File: config.mk
export PLATFORM = sky130hd
export DESIGN_NAME = cpu_core_top
export DESIGN_NICKNAME = d
export VERILOG_FILES = /design/src/logic/isa_pkg.sv /design/src/logic/pipe_pkg.sv /design/src/logic/cpu_core_top.sv /design/src/logic/reg_file.sv /design/src/logic/stage_decode.sv /design/src/logic/stage_execute.sv /design/src/logic/stage_issue.sv /design/src/logic/stage_writeback.sv
export SDC_FILE = /design/constraint.sdc
export NUM_CORES = 2
export LEC_CHECK = 0
export ABC_AREA = 1
export BUFFER_PORTS_ARGS = -buffer_cell sky130_fd_sc_hd__buf_2
export CAP_MARGIN = 20
export CORE_AREA = 2 2 357 359
export CTS_CLUSTER_DIAMETER = 40
export DETAILED_ROUTE_END_ITERATION = 16
export DIE_AREA = 0 0 359 361
export HOLD_SLACK_MARGIN = 0.05
export PLACE_DENSITY = 0.59
export SLEW_MARGIN = 20
export SYNTH_ARGS = -nofsm -noshare
export SYNTH_HDL_FRONTEND = slang
export SYNTH_SLANG_ARGS = --single-unit
File: constraint.sdc
create_clock -name cpu_clk_i -period 13.6 [get_ports cpu_clk_i]
set_clock_uncertainty 0.05 [all_clocks]
set_input_delay 2.72 -clock cpu_clk_i [delete_from_list [all_inputs] [get_ports cpu_clk_i]]
set_output_delay 2.72 -clock cpu_clk_i [all_outputs]
set_load 0.03 [all_outputs]
File: src/logic/isa_pkg.sv
package isa_pkg;

    localparam int NUM_REGS = 16;

    typedef logic [31:0] word_t;
    typedef logic [3:0]  reg_idx_t;

    // Codes above OP_NOP are illegal
    typedef enum logic [3:0] {
        OP_ADD  = 4'h0,
        OP_SUB  = 4'h1,
        OP_AND  = 4'h2,
        OP_OR   = 4'h3,
        OP_XOR  = 4'h4,
        OP_SLL  = 4'h5,
        OP_SRL  = 4'h6,
        OP_ADDI = 4'h7,
        OP_LUI  = 4'h8,
        OP_NOP  = 4'h9
    } opcode_t;

    typedef struct packed {
        opcode_t     opcode;  // [31:28]
        reg_idx_t    rd;      // [27:24]
        reg_idx_t    ra;      // [23:20]
        reg_idx_t    rb;      // [19:16]
        logic [15:0] unused;
    } instr_rtype_t;

    typedef struct packed {
        opcode_t     opcode;
        reg_idx_t    rd;
        reg_idx_t    ra;
        logic [19:0] imm;     // Signed for ADDI, upper bits for LUI
    } instr_itype_t;

    // Same word seen as register form or immediate form
    typedef union packed {
        instr_rtype_t r;
        instr_itype_t i;
    } instr_t;

    typedef enum logic [2:0] {
        ALU_ADD,
        ALU_SUB,
        ALU_AND,
        ALU_OR,
        ALU_XOR,
        ALU_SLL,
        ALU_SRL,
        ALU_PASS_B
    } alu_op_t;

    typedef struct packed {
        alu_op_t alu_op;
        logic    use_imm;    // Operand b comes from imm
        word_t   imm;        // Already extended or shifted
        logic    writes_rd;
        logic    illegal;
    } control_word_t;

endpackage

File: src/logic/pipe_pkg.sv
package pipe_pkg;

    // Instruction plus result, so four registered stages
    localparam int PIPE_DEPTH = 4;

    // Decode to issue
    typedef struct packed {
        isa_pkg::control_word_t cw;
        isa_pkg::reg_idx_t      rd;
        isa_pkg::reg_idx_t      ra;  // Zero when not read
        isa_pkg::reg_idx_t      rb;  // Zero when not read
    } decode_pkt_t;

    // Issue to execute, operands already resolved
    typedef struct packed {
        isa_pkg::control_word_t cw;
        isa_pkg::reg_idx_t      rd;
        isa_pkg::word_t         op_a;
        isa_pkg::word_t         op_b;
    } issue_pkt_t;

    // Execute to writeback and out of the core
    typedef struct packed {
        isa_pkg::reg_idx_t rd;
        isa_pkg::word_t    data;
        logic              writes_rd;
        logic              illegal;
    } result_pkt_t;

endpackage

File: src/logic/cpu_core_top.sv
`timescale 1ns/1ps

module cpu_core_top (
    input  logic                  cpu_clk_i,
    input  logic                  rst_n_i,
    input  isa_pkg::instr_t       instr_i,
    input  logic                  instr_valid_i,
    output logic                  instr_ready_o,
    output pipe_pkg::result_pkt_t result_o,
    output logic                  result_valid_o,
    input  logic                  result_ready_i
);

    // Decode to issue
    pipe_pkg::decode_pkt_t decode_pkt;
    logic                  decode_valid;
    logic                  decode_ready;

    // Issue to execute
    pipe_pkg::issue_pkt_t  issue_pkt;
    logic                  issue_valid;
    logic                  issue_ready;

    // Execute to writeback
    pipe_pkg::result_pkt_t exec_pkt;
    logic                  exec_valid;
    logic                  exec_ready;

    // Register file and scoreboard side paths
    isa_pkg::reg_idx_t     rf_idx_a;
    isa_pkg::reg_idx_t     rf_idx_b;
    isa_pkg::word_t        rf_data_a;
    isa_pkg::word_t        rf_data_b;
    logic                  rf_wr_en;
    isa_pkg::reg_idx_t     rf_wr_idx;
    isa_pkg::word_t        rf_wr_data;
    logic                  clear_en;
    isa_pkg::reg_idx_t     clear_idx;

    stage_decode stage_decode (
        .cpu_clk_i      (cpu_clk_i),
        .rst_n_i        (rst_n_i),
        .instr_i        (instr_i),
        .instr_valid_i  (instr_valid_i),
        .instr_ready_o  (instr_ready_o),
        .decode_o       (decode_pkt),
        .decode_valid_o (decode_valid),
        .decode_ready_i (decode_ready)
    );

    stage_issue stage_issue (
        .cpu_clk_i      (cpu_clk_i),
        .rst_n_i        (rst_n_i),
        .decode_i       (decode_pkt),
        .decode_valid_i (decode_valid),
        .decode_ready_o (decode_ready),
        .rf_idx_a_o     (rf_idx_a),
        .rf_idx_b_o     (rf_idx_b),
        .rf_data_a_i    (rf_data_a),
        .rf_data_b_i    (rf_data_b),
        .clear_en_i     (clear_en),
        .clear_idx_i    (clear_idx),
        .issue_o        (issue_pkt),
        .issue_valid_o  (issue_valid),
        .issue_ready_i  (issue_ready)
    );

    stage_execute stage_execute (
        .cpu_clk_i     (cpu_clk_i),
        .rst_n_i       (rst_n_i),
        .issue_i       (issue_pkt),
        .issue_valid_i (issue_valid),
        .issue_ready_o (issue_ready),
        .exec_o        (exec_pkt),
        .exec_valid_o  (exec_valid),
        .exec_ready_i  (exec_ready)
    );

    stage_writeback stage_writeback (
        .cpu_clk_i      (cpu_clk_i),
        .rst_n_i        (rst_n_i),
        .exec_i         (exec_pkt),
        .exec_valid_i   (exec_valid),
        .exec_ready_o   (exec_ready),
        .rf_wr_en_o     (rf_wr_en),
        .rf_wr_idx_o    (rf_wr_idx),
        .rf_wr_data_o   (rf_wr_data),
        .clear_en_o     (clear_en),
        .clear_idx_o    (clear_idx),
        .result_o       (result_o),
        .result_valid_o (result_valid_o),
        .result_ready_i (result_ready_i)
    );

    reg_file reg_file (
        .cpu_clk_i   (cpu_clk_i),
        .rst_n_i     (rst_n_i),
        .rd_idx_a_i  (rf_idx_a),
        .rd_idx_b_i  (rf_idx_b),
        .rd_data_a_o (rf_data_a),
        .rd_data_b_o (rf_data_b),
        .wr_en_i     (rf_wr_en),
        .wr_idx_i    (rf_wr_idx),
        .wr_data_i   (rf_wr_data)
    );

endmodule

File: src/logic/reg_file.sv
`timescale 1ns/1ps

module reg_file (
    input  logic              cpu_clk_i,
    input  logic              rst_n_i,
    input  isa_pkg::reg_idx_t rd_idx_a_i,
    input  isa_pkg::reg_idx_t rd_idx_b_i,
    output isa_pkg::word_t    rd_data_a_o,
    output isa_pkg::word_t    rd_data_b_o,
    input  logic              wr_en_i,
    input  isa_pkg::reg_idx_t wr_idx_i,
    input  isa_pkg::word_t    wr_data_i
);

    isa_pkg::word_t regs_q [isa_pkg::NUM_REGS];

    // Write-first read with r0 tied low
    function automatic isa_pkg::word_t read_port(input isa_pkg::reg_idx_t idx);
        if (idx == '0)
            return '0;
        if (wr_en_i && (wr_idx_i == idx))
            return wr_data_i;  // Bypass the write in flight
        return regs_q[idx];
    endfunction

    always_ff @(posedge cpu_clk_i) begin
        if (!rst_n_i) begin
            for (int i = 0; i < isa_pkg::NUM_REGS; i++) begin
                regs_q[i] <= '0;
            end
        end else if (wr_en_i && (wr_idx_i != '0)) begin
            regs_q[wr_idx_i] <= wr_data_i;
        end
    end

    always_comb begin
        rd_data_a_o = read_port(rd_idx_a_i);
        rd_data_b_o = read_port(rd_idx_b_i);
    end

endmodule

File: src/logic/stage_decode.sv
`timescale 1ns/1ps

module stage_decode (
    input  logic                 cpu_clk_i,
    input  logic                 rst_n_i,
    input  isa_pkg::instr_t      instr_i,
    input  logic                 instr_valid_i,
    output logic                 instr_ready_o,
    output pipe_pkg::decode_pkt_t decode_o,
    output logic                 decode_valid_o,
    input  logic                 decode_ready_i
);

    isa_pkg::control_word_t cw;
    pipe_pkg::decode_pkt_t  decode_d;
    logic                   reads_ra;
    logic                   reads_rb;
    logic                   accept;

    always_comb begin
        cw           = '0;
        cw.writes_rd = 1'b1;
        reads_ra     = 1'b1;
        reads_rb     = 1'b1;
        case (instr_i.r.opcode)
            isa_pkg::OP_ADD: cw.alu_op = isa_pkg::ALU_ADD;
            isa_pkg::OP_SUB: cw.alu_op = isa_pkg::ALU_SUB;
            isa_pkg::OP_AND: cw.alu_op = isa_pkg::ALU_AND;
            isa_pkg::OP_OR:  cw.alu_op = isa_pkg::ALU_OR;
            isa_pkg::OP_XOR: cw.alu_op = isa_pkg::ALU_XOR;
            isa_pkg::OP_SLL: cw.alu_op = isa_pkg::ALU_SLL;
            isa_pkg::OP_SRL: cw.alu_op = isa_pkg::ALU_SRL;
            isa_pkg::OP_ADDI: begin
                cw.alu_op  = isa_pkg::ALU_ADD;
                cw.use_imm = 1'b1;
                cw.imm     = {{12{instr_i.i.imm[19]}}, instr_i.i.imm};
                reads_rb   = 1'b0;  // Bits 19:16 belong to imm here
            end
            isa_pkg::OP_LUI: begin
                cw.alu_op  = isa_pkg::ALU_PASS_B;
                cw.use_imm = 1'b1;
                cw.imm     = {instr_i.i.imm, 12'h000};
                reads_ra   = 1'b0;
                reads_rb   = 1'b0;
            end
            isa_pkg::OP_NOP: begin
                cw.writes_rd = 1'b0;
                reads_ra     = 1'b0;
                reads_rb     = 1'b0;
            end
            default: begin
                cw.writes_rd = 1'b0;
                cw.illegal   = 1'b1;
                reads_ra     = 1'b0;
                reads_rb     = 1'b0;
            end
        endcase
    end

    // Unread sources go to r0 so they never hit the scoreboard
    always_comb begin
        decode_d.cw = cw;
        decode_d.rd = instr_i.r.rd;
        decode_d.ra = reads_ra ? instr_i.r.ra : '0;
        decode_d.rb = reads_rb ? instr_i.r.rb : '0;
    end

    assign instr_ready_o = !decode_valid_o || decode_ready_i;
    assign accept        = instr_valid_i && instr_ready_o;

    always_ff @(posedge cpu_clk_i) begin
        if (!rst_n_i)
            decode_valid_o <= 1'b0;
        else if (accept)
            decode_valid_o <= 1'b1;
        else if (decode_ready_i)
            decode_valid_o <= 1'b0;  // Taken, nothing new behind it
    end

    always_ff @(posedge cpu_clk_i) begin
        if (accept)
            decode_o <= decode_d;
    end

endmodule

File: src/logic/stage_execute.sv
`timescale 1ns/1ps

module stage_execute (
    input  logic                  cpu_clk_i,
    input  logic                  rst_n_i,
    input  pipe_pkg::issue_pkt_t  issue_i,
    input  logic                  issue_valid_i,
    output logic                  issue_ready_o,
    output pipe_pkg::result_pkt_t exec_o,
    output logic                  exec_valid_o,
    input  logic                  exec_ready_i
);

    isa_pkg::word_t        alu_out;
    pipe_pkg::result_pkt_t exec_d;
    logic                  accept;

    always_comb begin
        case (issue_i.cw.alu_op)
            isa_pkg::ALU_ADD:    alu_out = issue_i.op_a + issue_i.op_b;
            isa_pkg::ALU_SUB:    alu_out = issue_i.op_a - issue_i.op_b;
            isa_pkg::ALU_AND:    alu_out = issue_i.op_a & issue_i.op_b;
            isa_pkg::ALU_OR:     alu_out = issue_i.op_a | issue_i.op_b;
            isa_pkg::ALU_XOR:    alu_out = issue_i.op_a ^ issue_i.op_b;
            isa_pkg::ALU_SLL:    alu_out = issue_i.op_a << issue_i.op_b[4:0];
            isa_pkg::ALU_SRL:    alu_out = issue_i.op_a >> issue_i.op_b[4:0];
            default:             alu_out = issue_i.op_b;  // PASS_B for LUI
        endcase
    end

    always_comb begin
        exec_d.rd        = issue_i.rd;
        exec_d.data      = issue_i.cw.writes_rd ? alu_out : '0;  // NOP and illegal give 0
        exec_d.writes_rd = issue_i.cw.writes_rd;
        exec_d.illegal   = issue_i.cw.illegal;
    end

    assign issue_ready_o = !exec_valid_o || exec_ready_i;
    assign accept        = issue_valid_i && issue_ready_o;

    always_ff @(posedge cpu_clk_i) begin
        if (!rst_n_i)
            exec_valid_o <= 1'b0;
        else if (accept)
            exec_valid_o <= 1'b1;
        else if (exec_ready_i)
            exec_valid_o <= 1'b0;
    end

    always_ff @(posedge cpu_clk_i) begin
        if (accept)
            exec_o <= exec_d;
    end

endmodule

File: src/logic/stage_issue.sv
`timescale 1ns/1ps

module stage_issue (
    input  logic                  cpu_clk_i,
    input  logic                  rst_n_i,
    input  pipe_pkg::decode_pkt_t decode_i,
    input  logic                  decode_valid_i,
    output logic                  decode_ready_o,
    output isa_pkg::reg_idx_t     rf_idx_a_o,
    output isa_pkg::reg_idx_t     rf_idx_b_o,
    input  isa_pkg::word_t        rf_data_a_i,
    input  isa_pkg::word_t        rf_data_b_i,
    input  logic                  clear_en_i,
    input  isa_pkg::reg_idx_t     clear_idx_i,
    output pipe_pkg::issue_pkt_t  issue_o,
    output logic                  issue_valid_o,
    input  logic                  issue_ready_i
);

    logic [isa_pkg::NUM_REGS-1:0] pending_q;    // Destinations still in flight
    logic [isa_pkg::NUM_REGS-1:0] clr_mask;
    logic [isa_pkg::NUM_REGS-1:0] set_mask;
    logic [isa_pkg::NUM_REGS-1:0] pending_eff;  // Ignoring the bit cleared now
    logic                         src_hazard;
    logic                         dst_hazard;
    logic                         hazard;
    logic                         out_free;
    logic                         issue_fire;
    pipe_pkg::issue_pkt_t         issue_d;

    assign rf_idx_a_o = decode_i.ra;
    assign rf_idx_b_o = decode_i.rb;

    always_comb begin
        clr_mask = '0;
        if (clear_en_i)
            clr_mask[clear_idx_i] = 1'b1;
    end

    assign pending_eff = pending_q & ~clr_mask;

    // RAW on either source, WAW on the destination
    assign src_hazard = pending_eff[decode_i.ra] || pending_eff[decode_i.rb];
    assign dst_hazard = decode_i.cw.writes_rd && pending_eff[decode_i.rd];
    assign hazard     = src_hazard || dst_hazard;

    assign out_free       = !issue_valid_o || issue_ready_i;
    assign decode_ready_o = out_free && !hazard;
    assign issue_fire     = decode_valid_i && decode_ready_o;

    // r0 is never tracked
    always_comb begin
        set_mask = '0;
        if (issue_fire && decode_i.cw.writes_rd && (decode_i.rd != '0))
            set_mask[decode_i.rd] = 1'b1;
    end

    always_comb begin
        issue_d.cw   = decode_i.cw;
        issue_d.rd   = decode_i.rd;
        issue_d.op_a = rf_data_a_i;
        issue_d.op_b = decode_i.cw.use_imm ? decode_i.cw.imm : rf_data_b_i;
    end

    always_ff @(posedge cpu_clk_i) begin
        if (!rst_n_i) begin
            pending_q     <= '0;
            issue_valid_o <= 1'b0;
        end else begin
            pending_q <= pending_eff | set_mask;  // Set wins over clear on same reg
            if (issue_fire)
                issue_valid_o <= 1'b1;
            else if (issue_ready_i)
                issue_valid_o <= 1'b0;
        end
    end

    always_ff @(posedge cpu_clk_i) begin
        if (issue_fire)
            issue_o <= issue_d;
    end

endmodule

File: src/logic/stage_writeback.sv
`timescale 1ns/1ps

module stage_writeback (
    input  logic                  cpu_clk_i,
    input  logic                  rst_n_i,
    input  pipe_pkg::result_pkt_t exec_i,
    input  logic                  exec_valid_i,
    output logic                  exec_ready_o,
    output logic                  rf_wr_en_o,
    output isa_pkg::reg_idx_t     rf_wr_idx_o,
    output isa_pkg::word_t        rf_wr_data_o,
    output logic                  clear_en_o,
    output isa_pkg::reg_idx_t     clear_idx_o,
    output pipe_pkg::result_pkt_t result_o,
    output logic                  result_valid_o,
    input  logic                  result_ready_i
);

    logic accept;

    assign exec_ready_o = !result_valid_o || result_ready_i;
    assign accept       = exec_valid_i && exec_ready_o;

    // Register file write and scoreboard clear land on the same edge
    assign rf_wr_en_o   = accept && exec_i.writes_rd && (exec_i.rd != '0);
    assign rf_wr_idx_o  = exec_i.rd;
    assign rf_wr_data_o = exec_i.data;
    assign clear_en_o   = accept && exec_i.writes_rd;
    assign clear_idx_o  = exec_i.rd;

    always_ff @(posedge cpu_clk_i) begin
        if (!rst_n_i)
            result_valid_o <= 1'b0;
        else if (accept)
            result_valid_o <= 1'b1;
        else if (result_ready_i)
            result_valid_o <= 1'b0;
    end

    always_ff @(posedge cpu_clk_i) begin
        if (accept)
            result_o <= exec_i;  // Held until the consumer takes it
    end

endmodule

==> impl_metrics.xml <==
<?xml version="1.0" encoding="UTF-8"?>
<metrics>
  <group name="yosys">
    <metric name="synth_flop_cell" unit="">sky130_fd_sc_hd__edfxtp_1</metric>
    <metric name="largest_family_of_logic_cells_by_synthesized_area" unit="">compound AO/OA/AOI/OAI gates</metric>
    <metric name="number_of_flops_mapped_to_enable_cells_by_yosys" unit="">711</metric>
    <metric name="post-synth-top-area-cell" unit="">sky130_fd_sc_hd__edfxtp_1</metric>
    <metric name="yosys-top-cells-area" unit="">sky130_fd_sc_hd__edfxtp_1 49%, sky130_fd_sc_hd__o21ai_0 6.7%, sky130_fd_sc_hd__nand2_1 6.1%</metric>
    <metric name="average_instance_area_after_synthesis" unit="sq um">8.35</metric>
    <metric name="post_synth_and_or_nand_nor_area_fraction" unit="%">17.7</metric>
    <metric name="synth-adder-area-share" unit="%">2.83</metric>
    <metric name="asyncSetResetFlopFracSynth" unit="%">0</metric>
    <metric name="synth.ff_latch_count" unit="">739</metric>
    <metric name="synth_xor_area_share" unit="%">0.802</metric>
    <metric name="post_synthesis_cell_area" unit="sq mm">0.0437</metric>
    <metric name="netlist-cell-type-count" unit="">55</metric>
    <metric name="post_synth_mux_area_share" unit="%">0.436</metric>
    <metric name="synthesized_area_fraction_occupied_by_ao_oa_aoi_and_oai_cells" unit="%">19.6</metric>
    <metric name="synth_top_area_share" unit="%">48.9</metric>
    <metric name="synth_warnings" unit="">0</metric>
    <metric name="synth_cells" unit="">5227</metric>
    <metric name="synth_sequential_area_ratio" unit="%">50.2</metric>
  </group>
  <group name="critical_path">
    <metric name="worst_path_largest_cell_delay" unit="ns">0.29</metric>
    <metric name="worst-path-stages" unit="">16</metric>
    <metric name="critical-path-top-cell-by-count" unit="">sky130_fd_sc_hd__nand2_1</metric>
    <metric name="crit_type" unit="">in -&gt; out</metric>
    <metric name="critical-path-slowest-cell" unit="">sky130_fd_sc_hd__inv_1</metric>
    <metric name="cp_data_arrival_time" unit="ns">4.70</metric>
    <metric name="maximum_fanout_along_the_worst_path" unit="">15</metric>
    <metric name="worst_r2r_path_depth" unit="">16</metric>
    <metric name="worst_path_dominant_cell_family" unit="">simple AND/OR/NAND/NOR gates</metric>
    <metric name="crit_path_cell_trace" unit="">buf_2, inv_1, nand2_2, nand3_4, inv_1, nand2_1, nand2_1, nand2_1, nand3_1, nand3_1, nand2_1, nand2_1, nor2_2, nand2_1, nand2_1, buf_2</metric>
    <metric name="critical_path.endpoint_type" unit="">primary output</metric>
    <metric name="timing.critical_path.buf_inv" unit="">4</metric>
    <metric name="timing.critical_path.required" unit="ns">10.83</metric>
    <metric name="setup.worst_path.start_class" unit="">primary input</metric>
  </group>
  <group name="clocking">
    <metric name="post-cts-setup-buffer-count" unit="">0</metric>
    <metric name="cts-buffers-inserted" unit="">117</metric>
    <metric name="count_of_hold_fix_buffers_inserted_at_cts" unit="">0</metric>
    <metric name="ctsResizeCount" unit="">0</metric>
    <metric name="h-tree-depth" unit="">3</metric>
    <metric name="clk_root_buffer_cell" unit="">sky130_fd_sc_hd__clkbuf_16</metric>
    <metric name="tritoncts_num_sinks" unit="">739</metric>
    <metric name="clk_pin_slew_worst_paths" unit="ns">0.05</metric>
    <metric name="worst_skew_pair.late_latency" unit="ns">0.73</metric>
    <metric name="cts_max_path_buffers" unit="">3</metric>
    <metric name="tritoncts" unit="">built</metric>
  </group>
  <group name="global_routing">
    <metric name="grt_use_total" unit="%">24.8</metric>
    <metric name="initial_antenna_violation_count" unit="">6</metric>
    <metric name="wire_length_of_the_first_global_routing_pass" unit="mm">242</metric>
    <metric name="grt-ovfl-total" unit="">0</metric>
    <metric name="first_global_vias" unit="">37127</metric>
    <metric name="largest_net_degree_at_the_start_of_global_routing" unit="">225</metric>
  </group>
  <group name="hold_path">
    <metric name="hold_class" unit="">reg -&gt; reg</metric>
    <metric name="hold_depth" unit="">0</metric>
  </group>
  <group name="pwr">
    <metric name="ir_drop" unit="V">0.000122</metric>
    <metric name="power.leakage" unit="nW">19.4</metric>
    <metric name="power_density" unit="mW/mm^2">144</metric>
  </group>
  <group name="finish">
    <metric name="nNetsFinal" unit="">5270</metric>
    <metric name="most_common_cell_after_layout_fill_and_taps_aside" unit="">sky130_fd_sc_hd__edfxtp_1</metric>
    <metric name="syn2layout_area_growth" unit="%">13.5</metric>
    <metric name="num_antenna_cells" unit="">0</metric>
    <metric name="n_fill_cell" unit="">12468</metric>
    <metric name="layout.cells.most_common_list" unit="">711 x sky130_fd_sc_hd__edfxtp_1, 688 x sky130_fd_sc_hd__nand2_1, 662 x sky130_fd_sc_hd__nor2_1</metric>
    <metric name="layout-drive-gt1-share" unit="%">8.57</metric>
    <metric name="util_after_layout" unit="%">39.5</metric>
    <metric name="final-instance-count-excl-fill" unit="">6890</metric>
  </group>
  <group name="timing">
    <metric name="fmax" unit="GHz">0.134</metric>
    <metric name="finalHoldViolations" unit="">0</metric>
    <metric name="tightestPinTransition" unit="ns">1.19</metric>
    <metric name="drv_slew" unit="">0</metric>
    <metric name="fin_crit_sh" unit="%">54.9</metric>
    <metric name="setup_viol" unit="">0</metric>
    <metric name="slew_headroom" unit="%">20.4</metric>
    <metric name="rsz_0062_raised_after_global_routing" unit="">false</metric>
    <metric name="fin_crit" unit="ns">7.47</metric>
    <metric name="post_route_setup_tns" unit="ns">0</metric>
  </group>
  <group name="place">
    <metric name="gp_congestion" unit="">0.949</metric>
    <metric name="post-dp-hpwl" unit="mm">106</metric>
    <metric name="portBuffers" unit="">75</metric>
    <metric name="dp.cells" unit="">6667</metric>
  </group>
  <group name="routing">
    <metric name="ant_nets" unit="">0</metric>
    <metric name="via_count" unit="">39364</metric>
    <metric name="post_drt_via_cell_ratio" unit="">5.71</metric>
    <metric name="first_iter_violations" unit="">4861</metric>
    <metric name="firstDrtPassIters" unit="">6</metric>
    <metric name="route.detailed.drc" unit="">0</metric>
    <metric name="final_routed_wire_length_divided_by_cell_count" unit="microns">24.2</metric>
    <metric name="finalWirelength" unit="mm">167</metric>
  </group>
  <group name="run">
    <metric name="maxCapViolations" unit="">0</metric>
  </group>
  <group name="floorplanning">
    <metric name="number_of_i_o_pins" unit="">76</metric>
    <metric name="start_util" unit="%">34.8</metric>
    <metric name="chipWidth" unit="microns">359</metric>
    <metric name="design.die.area" unit="sq mm">0.130</metric>
    <metric name="chipHeight" unit="microns">361</metric>
    <metric name="core_region_area" unit="sq mm">0.125</metric>
    <metric name="row_count" unit="">130</metric>
  </group>
  <group name="run_status">
    <metric name="run_status" unit="">completed</metric>
  </group>
</metrics>
==> path summary, 6_finish.rpt <==
check / endpoint / slack, ns / startpoint
min reg2reg: stage_execute.exec_o[35] / 0.37 / stage_issue.issue_o[65]
min: stage_execute.exec_o[35] / 0.37 / stage_issue.issue_o[65]
max: instr_ready_o / 6.13 / result_ready_i
max reg2reg: stage_execute.exec_o[29] / 7.91 / stage_issue.issue_o[105]
==> flip-flops by register name (all words and copies together), names as in the netlist, named ones only <==
name and cells:
stage_issue.issue_valid_o 1, stage_execute.exec_valid_o 1, reg_file.regs_q 512, stage_writeback.result_o 38, stage_issue.pending_q 16, stage_writeback.result_valid_o 1, stage_issue.issue_o 73, stage_decode.decode_valid_o 1
stage_decode.decode_o 50, stage_execute.exec_o 38
==> where the power goes <==
group / total (mW) / switching (mW) / internal (mW)
Combinational: 1.34 / 0.978 / 0.362
Sequential: 2.72 / 0.103 / 2.62
Clock: 3.09 / 1.17 / 1.92
Total: 7.16 / 2.25 / 4.90
==> routing by layer <==
metal / GRT usage [%] / share of wire [%] / wire length (microns) / up-vias
met5: 0 / 0.017 / 29 / -
met4: 12.1 / 4.9 / 8150 / 4
met3: 3.48 / 8.8 / 14700 / 429
met2: 41.2 / 47 / 78100 / 2075
met1: 31.9 / 39 / 65700 / 18889
li1: - / - / - / 17967
==> per-stage QoR <==
stage	power [mW]	worst slack, ns	hold WS, ns	cell area, sq um
CTS	7.15	6.15	0.368	49500
finish	7.16	6.13	0.367	49500
floorplan	3.57	6.74	0.350	43800
global route	7.40	5.90	0.372	49500
global placement	4.06	6.07	0.351	45500
detailed placement	4.07	6.16	0.355	45500
==> cell families after synthesis <==
kind of cell,count (synthesis)
other cells,1
xor+xnor,40
mux,19
compound gates,1499
fa+ha+maj,98
flops,739
simple gates,1864
buf+inv,967
==> cell type report <==
class / instances / area, sq um / share of cell area, %
repair buffers: 158 / 1010 / 2.04
clock inverters: 88 / 1050 / 2.12
clock buffers: 135 / 3040 / 6.13
flip-flops and latches: 739 / 21900 / 44.3
multi-input cells: 3552 / 18300 / 37.0
well taps: 1650 / 2060 / 4.17
inverters: 568 / 2140 / 4.32
==> cell usage after synthesis (all sizes together), types with 4 or more instances <==
| library cell | number |
|---|---|
| a211oi | 12 |
| a21o | 4 |
| a21oi | 507 |
| a221oi | 19 |
| a31oi | 42 |
| buf | 64 |
| clkbuf | 335 |
| clkinv | 6 |
| dfxtp | 28 |
| edfxtp | 711 |
| ha | 97 |
| inv | 562 |
| mux2i | 19 |
| nand2 | 713 |
| nand3 | 419 |
| nand4 | 17 |
| nor2 | 674 |
| nor3 | 16 |
| nor4 | 9 |
| o2111ai | 6 |
| o211ai | 239 |
| o21a | 6 |
| o21ai | 594 |
| o21bai | 4 |
| o221ai | 10 |
| o22ai | 10 |
| o311ai | 29 |
| o31ai | 5 |
| or2 | 10 |
| xor2 | 40 |
(Power assumes the default switching activity.)
